<file path="src/fpConvPkg.sv">
`default_nettype none

package fpConvPkg;

	// ==================================================
	// binary32 layout
	// ==================================================
	localparam int expBits = 8;
	localparam int manBits = 23;     // stored fraction bits, hidden bit excluded
	localparam int expBias = 127;

	typedef logic [3:0]               apbAddr_t;    // register byte address
	typedef logic [31:0]              apbData_t;
	typedef logic [expBits+manBits:0] floatWord_t;  // sign, exponent, fraction
	typedef logic [expBits-1:0]       fpExp_t;      // biased exponent

	typedef enum logic [2:0] {
		rmNearEven = 3'd0,
		rmToZero   = 3'd1,
		rmToPosInf = 3'd2,
		rmToNegInf = 3'd3    // codes 4..7 reserved and truncate
	} rndMode_e;

	typedef enum logic [2:0] {
		stIdle,
		stLoad,
		stNorm,
		stRound,
		stDone
	} convState_e;

	// intermediate format handed from normalizer to rounder
	typedef struct packed {
		logic             sign;
		fpExp_t           exponent;
		logic [manBits:0] mantissa;  // leading one kept explicit
		logic             roundBit;
		logic             sticky;    // or of everything below roundBit
	} fpInter_t;

	// ==================================================
	// register map
	// ==================================================
	localparam apbAddr_t regCtrl    = 4'h0;  // start, rounding mode
	localparam apbAddr_t regStatus  = 4'h4;  // busy, done
	localparam apbAddr_t regOperand = 4'h8;
	localparam apbAddr_t regResult  = 4'hC;

endpackage

`default_nettype wire

</file>
<file path="src/convCtrl.sv">
`default_nettype none

module convCtrl import fpConvPkg::*; (
	input  wire  clk,
	input  wire  rstN,
	input  wire  start,      // accepted only while not busy
	input  wire  msbSet,     // magnitude will be normalized after this cycle
	input  wire  exhausted,  // last allowed shift is happening
	output logic loadEn,
	output logic cntLoad,
	output logic shiftEn,
	output logic resultEn,
	output logic busy,
	output logic done
);

	convState_e state;
	convState_e nextState;

	// ==================================================
	// state register
	// ==================================================
	always_ff @(posedge clk) begin
		if (!rstN)
			state <= stIdle;
		else
			state <= nextState;
	end

	always_comb begin
		nextState = state;
		case (state)
			stIdle:  if (start) nextState = stLoad;
			stLoad:  nextState = msbSet ? stRound : stNorm;  // already normalized skips norm
			stNorm:  if (msbSet || exhausted) nextState = stRound;
			stRound: nextState = stDone;
			stDone:  nextState = start ? stLoad : stIdle;
			default: nextState = stIdle;
		endcase
	end

	// strobes straight from state
	assign loadEn   = (state == stLoad);
	assign cntLoad  = (state == stLoad);
	assign shiftEn  = (state == stNorm);   // norm is only entered with msb clear
	assign resultEn = (state == stRound);
	assign busy     = (state == stLoad) || (state == stNorm) || (state == stRound);

	// done is sticky until software starts the next conversion
	always_ff @(posedge clk) begin
		if (!rstN)
			done <= 1'b0;
		else if (start)
			done <= 1'b0;
		else if (state == stRound)
			done <= 1'b1;
	end

endmodule

`default_nettype wire

</file>
<file path="src/expCounter.sv">
`default_nettype none

module expCounter import fpConvPkg::*; #(
	parameter int intWid = 32
) (
	input  wire    clk,
	input  wire    rstN,
	input  wire    cntLoad,
	input  wire    shiftEn,
	output fpExp_t expOut,
	output logic   exhausted
);

	localparam int tallyW = $clog2(intWid);

	// exponent of an integer whose top bit is set
	localparam fpExp_t expStart = fpExp_t'(expBias + intWid - 1);

	logic [tallyW-1:0] tally;   // shifts done so far

	always_ff @(posedge clk) begin
		if (!rstN) begin
			expOut <= '0;
			tally  <= '0;
		end else if (cntLoad) begin
			expOut <= expStart;
			tally  <= '0;
		end else if (shiftEn) begin
			expOut <= expOut - 1'b1;   // each left shift halves the weight
			tally  <= tally + 1'b1;
		end
	end

	// tally hits intWid-1 with the shift in progress
	// caps the loop for a zero operand
	assign exhausted = shiftEn & (tally == tallyW'(intWid - 2));

endmodule

`default_nettype wire

</file>
<file path="src/fpConvApb.sv">
`default_nettype none

module fpConvApb import fpConvPkg::*; #(
	parameter int intWid = 32
) (
	input  wire        clk,
	input  wire        rstN,
	// apb slave side
	input  wire        psel,
	input  wire        penable,
	input  wire        pwrite,
	input  wire apbAddr_t paddr,
	input  wire apbData_t pwdata,
	output apbData_t   prdata,
	output logic       pready,
	output logic       pslverr,
	// converter side
	input  wire        busy,
	input  wire        done,
	input  wire floatWord_t result,
	output logic       start,
	output rndMode_e   rndMode,
	output logic [intWid-1:0] operand
);

	logic access;        // second phase of a transfer
	logic wrAccess;
	logic rdAccess;
	logic mapped;
	logic busyReject;    // operand or ctrl write while converting
	logic wrCtrl;
	logic wrOperand;

	// ==================================================
	// access decode
	// ==================================================
	assign access   = psel & penable;
	assign wrAccess = access & pwrite;
	assign rdAccess = access & ~pwrite;

	always_comb begin
		case (paddr)
			regCtrl, regStatus, regOperand, regResult: mapped = 1'b1;
			default:                                   mapped = 1'b0;
		endcase
	end

	assign busyReject = wrAccess & busy & (paddr == regCtrl || paddr == regOperand);
	assign wrCtrl     = wrAccess & ~busy & (paddr == regCtrl);
	assign wrOperand  = wrAccess & ~busy & (paddr == regOperand);

	assign pready  = access;                        // no wait states ever
	assign pslverr = access & (~mapped | busyReject);

	// start is a single-cycle strobe in the access phase
	assign start = wrCtrl & pwdata[0];

	// ==================================================
	// write side
	// ==================================================
	always_ff @(posedge clk) begin
		if (!rstN) begin
			operand <= '0;
			rndMode <= rmNearEven;
		end else begin
			if (wrOperand)
				operand <= pwdata[intWid-1:0];
			if (wrCtrl)
				rndMode <= rndMode_e'(pwdata[3:1]);  // reserved codes kept as written
		end
	end

	// ==================================================
	// read mux
	// ==================================================
	always_comb begin
		prdata = '0;
		if (rdAccess) begin
			case (paddr)
				regCtrl:    prdata = {28'd0, rndMode, 1'b0};  // start always reads 0
				regStatus:  prdata = {30'd0, done, busy};
				regOperand: prdata = apbData_t'(operand);     // zero padded above intWid
				regResult:  prdata = result;
				default:    prdata = '0;
			endcase
		end
	end

endmodule

`default_nettype wire

</file>
<file path="src/fpConvTop.sv">
`default_nettype none

module fpConvTop import fpConvPkg::*; #(
	parameter int intWid = 32
) (
	input  wire        clk,
	input  wire        rstN,
	input  wire        psel,
	input  wire        penable,
	input  wire        pwrite,
	input  wire apbAddr_t paddr,
	input  wire apbData_t pwdata,
	output apbData_t   prdata,
	output logic       pready,
	output logic       pslverr,
	output logic       irq        // done flag
);

	// ==================================================
	// internal nets
	// ==================================================
	logic              start;
	rndMode_e          rndMode;
	logic [intWid-1:0] operand;
	logic              loadEn;
	logic              cntLoad;
	logic              shiftEn;
	logic              resultEn;
	logic              busy;
	logic              msbSet;
	logic              exhausted;
	fpExp_t            expOut;
	fpInter_t          inter;
	floatWord_t        result;

	fpConvApb #(.intWid(intWid)) fpConvApb_i (
		.clk, .rstN,
		.psel, .penable, .pwrite, .paddr, .pwdata,
		.prdata, .pready, .pslverr,
		.busy, .done(irq), .result,
		.start, .rndMode, .operand
	);

	convCtrl convCtrl_i (
		.clk, .rstN,
		.start, .msbSet, .exhausted,
		.loadEn, .cntLoad, .shiftEn, .resultEn,
		.busy, .done(irq)   // done doubles as the interrupt
	);

	expCounter #(.intWid(intWid)) expCounter_i (
		.clk, .rstN,
		.cntLoad, .shiftEn,
		.expOut, .exhausted
	);

	fpNormalize #(.intWid(intWid)) fpNormalize_i (
		.clk, .rstN,
		.loadEn, .shiftEn, .operand, .expOut,
		.msbSet, .inter
	);

	fpRound fpRound_i (
		.clk, .rstN,
		.resultEn, .rndMode, .inter,
		.result
	);

endmodule

`default_nettype wire

</file>
<file path="src/fpNormalize.sv">
`default_nettype none

module fpNormalize import fpConvPkg::*; #(
	parameter int intWid = 32
) (
	input  wire              clk,
	input  wire              rstN,
	input  wire              loadEn,
	input  wire              shiftEn,
	input  wire [intWid-1:0] operand,   // two's complement
	input  wire fpExp_t      expOut,
	output logic             msbSet,
	output fpInter_t         inter
);

	// magnitude padded below so mantissa, round and sticky always exist
	localparam int alignW = intWid + manBits + 3;

	logic              sign;
	logic [intWid-1:0] mag;       // unsigned magnitude, shifted left in place
	logic [intWid-1:0] absVal;
	logic [alignW-1:0] aligned;

	// most negative value comes out as 2^(intWid-1) unsigned
	assign absVal = operand[intWid-1] ? (~operand + 1'b1) : operand;

	// ==================================================
	// magnitude register
	// ==================================================
	always_ff @(posedge clk) begin
		if (!rstN) begin
			sign <= 1'b0;
			mag  <= '0;
		end else if (loadEn) begin
			sign <= operand[intWid-1];
			mag  <= absVal;
		end else if (shiftEn) begin
			mag <= {mag[intWid-2:0], 1'b0};
		end
	end

	// top bit as it will stand after this cycle
	// lets the controller leave load or norm without an extra cycle
	always_comb begin
		if (loadEn)
			msbSet = absVal[intWid-1];
		else if (shiftEn)
			msbSet = mag[intWid-2];
		else
			msbSet = mag[intWid-1];
	end

	// ==================================================
	// intermediate format
	// ==================================================
	assign aligned = {mag, {(manBits + 3){1'b0}}};

	always_comb begin
		inter.sign     = sign;
		inter.exponent = (mag == '0) ? '0 : expOut;   // zero has a zero exponent field
		inter.mantissa = aligned[alignW-1 -: manBits+1];
		inter.roundBit = aligned[alignW-manBits-2];
		inter.sticky   = |aligned[alignW-manBits-3:0];
	end

endmodule

`default_nettype wire

</file>
<file path="src/fpRound.sv">
`default_nettype none

module fpRound import fpConvPkg::*; (
	input  wire        clk,
	input  wire        rstN,
	input  wire        resultEn,
	input  wire rndMode_e rndMode,
	input  wire fpInter_t inter,
	output floatWord_t result
);

	logic                       rndUp;      // add one ulp
	logic                       inexact;
	logic [expBits+manBits-1:0] sum;        // exponent and fraction after rounding
	fpExp_t                     expRnd;
	logic [manBits-1:0]         fracRnd;
	logic                       isInf;
	floatWord_t                 packedWord;

	assign inexact = inter.roundBit | inter.sticky;

	// ==================================================
	// round-up decision
	// ==================================================
	always_comb begin
		case (rndMode)
			rmNearEven: rndUp = inter.roundBit & (inter.mantissa[0] | inter.sticky);
			rmToPosInf: rndUp = inexact & ~inter.sign;
			rmToNegInf: rndUp = inexact & inter.sign;
			default:    rndUp = 1'b0;    // toward zero and the reserved codes
		endcase
	end

	// hidden bit dropped before the add
	// a fraction overflow ripples straight into the exponent
	assign sum = {inter.exponent, inter.mantissa[manBits-1:0]}
		+ (expBits + manBits)'(rndUp);

	assign expRnd  = sum[expBits+manBits-1:manBits];
	assign fracRnd = sum[manBits-1:0];

	// all-ones exponent means infinity
	// needs intWid near 128 so never hit at 32 bits
	assign isInf = &expRnd;

	assign packedWord = {inter.sign, expRnd, isInf ? {manBits{1'b0}} : fracRnd};

	// ==================================================
	// result register
	// ==================================================
	always_ff @(posedge clk) begin
		if (!rstN)
			result <= '0;
		else if (resultEn)
			result <= packedWord;   // held until the next round state
	end

endmodule

`default_nettype wire

</file>
<file path="config.mk">
export PLATFORM = sky130hd
export DESIGN_NAME = fpConvTop
export DESIGN_NICKNAME = d
export VERILOG_FILES = /design/src/fpConvPkg.sv /design/src/convCtrl.sv /design/src/expCounter.sv /design/src/fpConvApb.sv /design/src/fpConvTop.sv /design/src/fpNormalize.sv /design/src/fpRound.sv
export SDC_FILE = /design/constraint.sdc
export NUM_CORES = 1
export LEC_CHECK = 0
export BUFFER_PORTS_ARGS = -buffer_cell sky130_fd_sc_hd__buf_2
export CAP_MARGIN = 20
export CORE_UTILIZATION = 45
export DETAILED_ROUTE_END_ITERATION = 10
export PLACE_DENSITY = 0.68
export SETUP_SLACK_MARGIN = 0.4
export SLEW_MARGIN = 20
export SYNTH_ARGS = -nofsm -noshare
export SYNTH_HDL_FRONTEND = slang
export SYNTH_HIERARCHICAL = 1
export SYNTH_SLANG_ARGS = --single-unit
</file>
<file path="constraint.sdc">
create_clock -name clk -period 9.6 [get_ports clk]
set_input_delay 0.48 -clock clk [delete_from_list [all_inputs] [get_ports clk]]
set_output_delay 0.48 -clock clk [all_outputs]
set_load 0.05 [all_outputs]
</file>
; ---- Word level (Yosys, flattened, before mapping)
; Index checks and enable logic that the tools add are counted.
; Widths: inputs -> output; s select.
[word_totals]
elab_cells = 82
register_bits = 117
input_bits = 41
[op_classes]
addsub = 4
eq_ne = 12
bitwise_logic = 23
n_mux = 18
reduce_logical = 15
[op_table]
columns = cell, count
row1 = $mux 32, 4
row2 = $pmux 32 s4, 1
row3 = $add 32x1->32 const B, 1
row4 = $logic_not 32->1, 1
row5 = $not 32->32, 1
row6 = $add 31x1->31, 1
row7 = $mux 8, 3
row8 = $mux 23, 1
row9 = $pmux 3 s5, 1
row10 = $and 1x1->1, 14
row11 = $eq 3x2->1 const B, 4
row12 = $eq 4x4->1 const B, 2
row13 = $reduce_and 8->1, 1
row14 = $sub 8x1->8 const B, 1
row15 = $reduce_or 7->1, 1
row16 = $logic_not 3->1, 2
row17 = $mux 3, 2
row18 = $add 5x1->5 const B, 1
row19 = $eq 5x5->1 const B, 1
row20 = $mux 1, 5
row21 = $not 1->1, 5
row22 = $eq 4x3->1 const B, 1
row23 = $logic_not 4->1, 1
row24 = $logic_or 1x1->1, 4
row25 = 10 further kinds, 13

; ---- Longest topological paths before layout
; Gate-level depths: netlist of the first run.
[depth]
ltp_word = 9
mapped_depth = 13
mapped_depth_nobuf = 12

; ---- Modules after synthesis
; The synthesis of the first run kept the hierarchy.
[by_module_without_submodules]
columns = module, n_inst, area_per_inst_um2, cells_each
row1 = fpNormalize, 1, 2708.8, 345
row2 = fpConvApb, 1, 1970.6, 241
row3 = fpRound, 1, 1893.1, 213
row4 = expCounter, 1, 593.1, 63
row5 = convCtrl, 1, 212.7, 22

; ---- Least setup slack after synthesis of the first run
; OpenSTA, ideal clock, no wires.
[synth_path]
path_kind = reg2reg
startpoint = reg fpNormalize_i.sign
endpoint = reg fpRound_i.result[10]
synth_period_minus_slack_ns = 3.096
setup_time_ns = 0.117
arrival_time_ns = 2.979
path_buffers = 2
stages_incl_launch_ff = 14
path_slack_ns = 6.504
path_cell_list = dfxtp_1 buf_4 nand2_1 xnor2_1 nor4_1 ha_1 ha_1 and4_1 nand2_1 or4_1 a222oi_1 nand3_2 buf_6 a32o_1
[synth_via]
elab_chain_cells = 6
[synth_rtl]
columns = item, line
row1 = "start, declared", fpNormalize.sv:19  ; logic sign;
row2 = "start signal, assigned", fpNormalize.sv:35  ; sign <= operand[intWid-1];
row3 = $not 1->1, fpRound.sv:28  ; rmToPosInf: rndUp = inexact & ~inter.sign;
row4 = $and 1x1->1, fpRound.sv:28
row5 = $pmux 1 s3 *, fpRound.sv:26  ; case (rndMode)
row6 = $add 31x1->31 *, fpRound.sv:37  ; + (expBits + manBits)'(rndUp);
row7 = $reduce_and 8->1, fpRound.sv:44  ; assign isInf = &expRnd;
row8 = $mux 23 *, fpRound.sv:46  ; assign packedWord = {inter.sign, expRnd, isInf ? {manBits{1'b0}} : fracRnd};
row9 = "end signal, assigned", fpRound.sv:55  ; result <= packedWord;
row10 = "end, declared", fpRound.sv:9  ; output floatWord_t result
; Every way passes the cells marked *; elsewhere a longest branch is shown, timed or not.
; A chain may end at the register's enable or synchronous reset.

==> flow_summary.json, run 1 <==
{
  "status": "finished, final reports clean",
  "wl_per_cell_um": 18.63,
  "antenna_cells": 0,
  "ctsResizeCount": 0,
  "synth.net_count": 930,
  "grt_remaining_overflow": 0,
  "grt_max_degree": 64,
  "drc": 0,
  "viasPerCell": 6.009,
  "io_pins": 76,
  "min_period_over_period_pct": 41.80,
  "path_clk_slew_ns": 0.05,
  "syn_area_mm2": 0.007371,
  "finClkSkew_ns": 0.008580,
  "crit_path_start_kind": "flop",
  "finalWirelength_um": 20900,
  "clock-root-buffer": "clkbuf_16",
  "cts_buffer_depth": 2,
  "cts_sinks": 117,
  "cts_tree": "yes",
  "cp.required_ns": 9.91,
  "die_x_um": 130.0,
  "drtIter0Drc": 646,
  "vdd_ir_drop_max_mv": 0.1315,
  "yosysWarnings": 6,
  "cts.htree.levels": 4,
  "syn_to_final_growth_pct": 10.12,
  "path_max_fanout": 23,
  "place_congestion": 0.9195,
  "worstSetupPathType": "reg2reg",
  "die_h_um": 130.0,
  "cts_setup_buffers": 0,
  "grt_pass1_wl_um": 32940,
  "endpoint_kind": "flop",
  "slew_violations": 0,
  "core_area_mm2": 0.01594,
  "worst_pin_slew_ns": 1.098,
  "grt.total_usage_pct": 25.65,
  "grt_busiest_layer": "met2",
  "ant_nets": 0,
  "fmax_mhz": 249.2,
  "max_slew_margin_pct": 26.21,
  "hold-worst-slack_ns": 0.3035,
  "nets": 940,
  "numCtsBuffers": 17,
  "dieArea_mm2": 0.01689,
  "p_leak_uw": 0.003039,
  "grt_util_met3_pct": 4.715,
  "postSynthAreaPerCell_um2": 8.347,
  "min_path_type": "in2reg",
  "fin_crit_ns": 4.013,
  "p_per_area_mw_per_mm2": 172.9,
  "rrSetupSlack_ns": 5.59,
  "dpl.hpwl_um": 14330,
  "hold_viol": 0,
  "grt_pass1_vias": 6147,
  "cts_hold_repair.buffers": 0,
  "clock_latency_ns": 0.42,
  "worstPathArrival_ns": 4.32,
  "netlist_instances": 883,
  "firstDrtPassIters": 5,
  "max-cap-violations": 0,
  "grt_use_met1_pct": 32.62,
  "setup_viol_count_final": 0,
  "setup_tns_ns": 0,
  "core.rowCount": 46,
  "start_util_pct": 46.23,
  "vias": 6742,
  "grt_antenna_before_repair": 0,
  "rsz0062_at_grt": "no",
  "io_buffers": 75,
  "use_met2_pct": 42.09,
  "final_layout_size_suffix_gt1_share_pct": 15.67
}
-- placed cells by master (no fill, tap or decap), drive strengths merged, types with 8 or more instances in the layout --
master / instances
clkbuf: 24
a31oi: 10
buf: 82
o31ai: 12
nand2: 96
nor2: 84
or4: 16
nor3: 14
a22oi: 30
nor4: 22
a211oi: 15
a21oi: 17
a32o: 21
nor3b: 9
mux2: 8
nand3: 30
and2: 8
o21ai: 11
nor2b: 37
mux2i: 58
xnor2: 20
xor2: 26
inv: 13
dfxtp: 117
or3: 8
nand4: 18
and3: 9
-- cell type report --
type | instances | area, µm²
flip-flops and latches | 117 | 2342
repair buffers | 82 | 430.4
clock inverters | 8 | 72.57
multi-input cells | 662 | 4451
clock buffers | 24 | 501.7
fillers | 1529 | 7826
inverters | 13 | 48.80
well taps | 216 | 270.3
-- where the power goes --
group | switching [µW] | internal (µW) | total (µW)
Clock | 224 | 388 | 612
Combinational | 152 | 93.6 | 245
Sequential | 34.3 | 512 | 546
-- routing by layer --
| layer | routed length [µm] | share of wire (%) |
|---|---|---|
| met5 | 0 | 0 |
| met1 | 9424 | 45 |
| met2 | 9532 | 46 |
| met3 | 1172 | 5.6 |
| met4 | 772 | 3.7 |
-- metrics by stage --
step / area, µm² / utilization, % / std cells / total power, µW / worst slack, ns
after floorplan: 7371 / - / 883 / 736.0 / 6.504
after global placement: 7541 / 47.30 / 1090 / 790.9 / 5.831
after detailed placement: 7541 / 47.30 / 1090 / 795.6 / 5.729
after CTS: 8115 / 50.90 / 1122 / 1405 / 5.701
after global routing: 8117 / 50.91 / 1122 / 1462 / 5.406
final: 8117 / 50.91 / 1122 / 1403 / 5.587
-- sequential cells by signal, summed over array words and instances (netlist names) --
signal and count:
convCtrl_i/done 1, expCounter_i/tally 5, fpNormalize_i/sign 1, fpRound_i/result 32
fpConvApb_i/rndMode 3, expCounter_i/expOut 8, fpNormalize_i/mag 32, fpConvApb_i/operand 32
convCtrl_i/state 3
-- critical path: stages (launching register included) --
cell	delay, ns
dfxtp_1	0.39
nor4_1	0.30
nand4_1	0.14
nor3_1	0.90
nor2b_1	0.26
or4_1	0.58
a222oi_1	0.42
nand3_2	0.50
a32o_1	0.40
-- worst paths after layout --
path	startpoint	endpoint	cells after the start
setup reg to reg	fpNormalize_i/mag[21]$_SDFFE_PN0P_	fpRound_i/result[2]$_SDFFE_PN0P_	8
hold / removal	pwdata[19]	fpConvApb_i/operand[19]$_SDFFE_PN0P_	3
setup / recovery	fpNormalize_i/mag[21]$_SDFFE_PN0P_	fpRound_i/result[2]$_SDFFE_PN0P_	8
hold reg to reg	fpRound_i/result[28]$_SDFFE_PN0P_	fpRound_i/result[28]$_SDFFE_PN0P_	2
(Power assumes the default switching activity.)
==> run 2, diff against run 1 <==
Clock period 9.6 ns to 3.9 ns, I/O delays scaled along.
==> flow_summary.json, run 2 (same netlist as run 1, synthesis figures left out) <==
{
  "dieArea_mm2": 0.01689,
  "cts_hold_repair.buffers": 0,
  "cpPeakStageDelay_ns": 0.68,
  "p_per_area_mw_per_mm2": 434.4,
  "path_clk_slew_ns": 0.06,
  "clock-root-buffer": "clkbuf_16",
  "cts.htree.levels": 4,
  "io_buffers": 75,
  "status": "finished, final reports clean",
  "min_from": "pwdata[14]",
  "finClkSkew_ns": 0.006959,
  "die_h_um": 130.0,
  "min_path_type": "in2reg",
  "fin_crit_ns": 3.303,
  "worst_pin_slew_ns": 0.9922,
  "cts_buffer_depth": 2,
  "holdPathStages": 3,
  "cts_sinks": 117,
  "path_max_fanout": 23,
  "drtIter0Drc": 709,
  "grt_remaining_overflow": 0,
  "vdd_ir_drop_max_mv": 0.2943,
  "cp.required_ns": 4.20,
  "setup_tns_ns": 0,
  "rrSetupSlack_ns": 0.60,
  "fmax_mhz": 302.8,
  "max-cap-violations": 0,
  "grt_max_degree": 50,
  "dpl.hpwl_um": 14590,
  "syn_to_final_growth_pct": 11.56,
  "core.rowCount": 46,
  "hold_end": "fpConvApb_i/operand[14]$_SDFFE_PN0P_",
  "numCtsBuffers": 17,
  "final_core_util_pct": 51.58,
  "die_x_um": 130.0,
  "fillers": 1530,
  "p_leak_uw": 0.003106,
  "final_layout_size_suffix_gt1_share_pct": 16.96,
  "worstSetupPathType": "reg2reg",
  "ant_nets": 0,
  "firstDrtPassIters": 5,
  "postLayoutCellArea_mm2": 0.008223,
  "core_area_mm2": 0.01594,
  "viasPerCell": 5.979,
  "grt_pass1_wl_um": 33100,
  "finalWirelength_um": 21190,
  "rsz0062_at_grt": "no",
  "final_common_cell": "dfxtp_1",
  "rr_worst_depth": 13,
  "clock_latency_ns": 0.42,
  "placed_cell_area_mm2": 0.007601,
  "start_util_pct": 46.23,
  "mostFrequentLayoutCells": "dfxtp_1, nand2_1, nor2_1",
  "drc": 0,
  "min_period_over_period_pct": 84.69,
  "hold_viol": 0,
  "reg2reg_to": "fpRound_i/result[0]$_SDFFE_PN0P_",
  "worstPathArrival_ns": 3.61,
  "grt_pass1_vias": 6196,
  "cts_tree": "yes",
  "crit_path_start_kind": "flop",
  "path_cells": "nor3_1 -> nand2_1 -> a21oi_1 -> nor4_1 -> ha_2 -> buf_4 -> and3_1 -> nand3_2 -> or4b_2 -> a21oi_1 -> nand3_2 -> buf_6 -> a41o_1",
  "place_congestion": 0.9282,
  "max_slew_margin_pct": 33.85,
  "grt_antenna_before_repair": 0,
  "top_regs": "fpConvApb_i/operand x32, fpNormalize_i/mag x32, fpRound_i/result x32",
  "grt.total_usage_pct": 25.60,
  "wl_per_cell_um": 18.75,
  "antenna_cells": 0,
  "io_pins": 76,
  "vias": 6756,
  "nets": 949,
  "endpoint_kind": "flop",
  "setup_viol_count_final": 0,
  "slew_violations": 0,
  "slowest_stage": "or4b_2",
  "r2r-start": "fpNormalize_i/mag[2]$_SDFFE_PN0P_"
}
run 2: changes by cell type in the layout (fill, tap and decap cells not counted), sizes merged:
| cell | before | now |
|---|---|---|
| clkinv | 4 | 7 |
| bufinv | 1 | 3 |
| clkinvlp | 3 | 0 |
| buf | 82 | 91 |
| clkbuf | 24 | 21 |
run 2: report_power, final:
part	total, µW	internal [µW]	switching (µW)
logic	632	258	374
clock network	1600	1040	551
registers	1340	1260	83.4
run 2: worst max path at each step:
stage,startpoint,slack (ns),cells past startpoint,to
CTS,fpNormalize_i/mag[2]$_SDFFE_PN0P_,0.45,13,fpRound_i/result[0]$_SDFFE_PN0P_
global placement,fpNormalize_i/mag[0]$_SDFFE_PN0P_,0.58,13,fpRound_i/result[0]$_SDFFE_PN0P_
finish,fpNormalize_i/mag[2]$_SDFFE_PN0P_,0.60,13,fpRound_i/result[0]$_SDFFE_PN0P_
detailed placement,fpNormalize_i/mag[2]$_SDFFE_PN0P_,0.49,13,fpRound_i/result[0]$_SDFFE_PN0P_
floorplan,fpNormalize_i/sign$_SDFFE_PN0P_,0.80,13,fpRound_i/result[10]$_SDFFE_PN0P_
global route,fpNormalize_i/mag[2]$_SDFFE_PN0P_,0.41,13,fpRound_i/result[1]$_SDFFE_PN0P_
run 2: repair_timing:
item | CTS | global route
resized for setup | 0 | 6
setup endpoints to repair | 0 | 23
buffers inserted | 0 | 1
run 2: area by class of cell:
| class | count | area [µm²] | area share (%) |
|---|---|---|---|
| Clock buffer | 21 | 470.5 | 5.721 |
| Inverter | 13 | 48.80 | 0.5934 |
| Timing Repair Buffer | 91 | 501.7 | 6.102 |
| Multi-Input combinational cell | 662 | 4461 | 54.25 |
| Tap cell | 216 | 270.3 | 3.287 |
| Sequential cell | 117 | 2342 | 28.48 |
| Clock inverter | 10 | 128.9 | 1.567 |
run 2: through the flow:
| stage | setup WS (ns) | hold slack, ns | cells | power, µW |
|---|---|---|---|---|
| 6_report | 0.5972 | 0.01798 | 1130 | 3572 |
| 5_1_grt | 0.4131 | 0.02231 | 1130 | 3719 |
| 4_1_cts | 0.4486 | 0.01049 | 1129 | 3592 |
| 3_5_place_dp | 0.4907 | 0.4482 | 1098 | 1993 |
| 3_3_place_gp | 0.5760 | 0.4460 | 1098 | 1983 |
| 2_1_floorplan | 0.8038 | 0.3125 | 883 | 1812 |
run 2: routing by layer:
metal | global-route usage [%] | part of all wire (%) | vias to the layer above
li1 | - | - | 3250
met1 | 32.44 | 44 | 3208
met2 | 42.69 | 47 | 258
met3 | 5.248 | 5.8 | 40
met4 | 9.850 | 2.6 | 0
met5 | 0 | 0 | -
run 2: critical path: cells and delay by family (launching register included):
kind	cells	cell delay [ns]
flops	1	0.35
compound gates	3	0.56
buf+inv	2	0.31
simple gates	7	1.72
fa+ha+maj	1	0.24
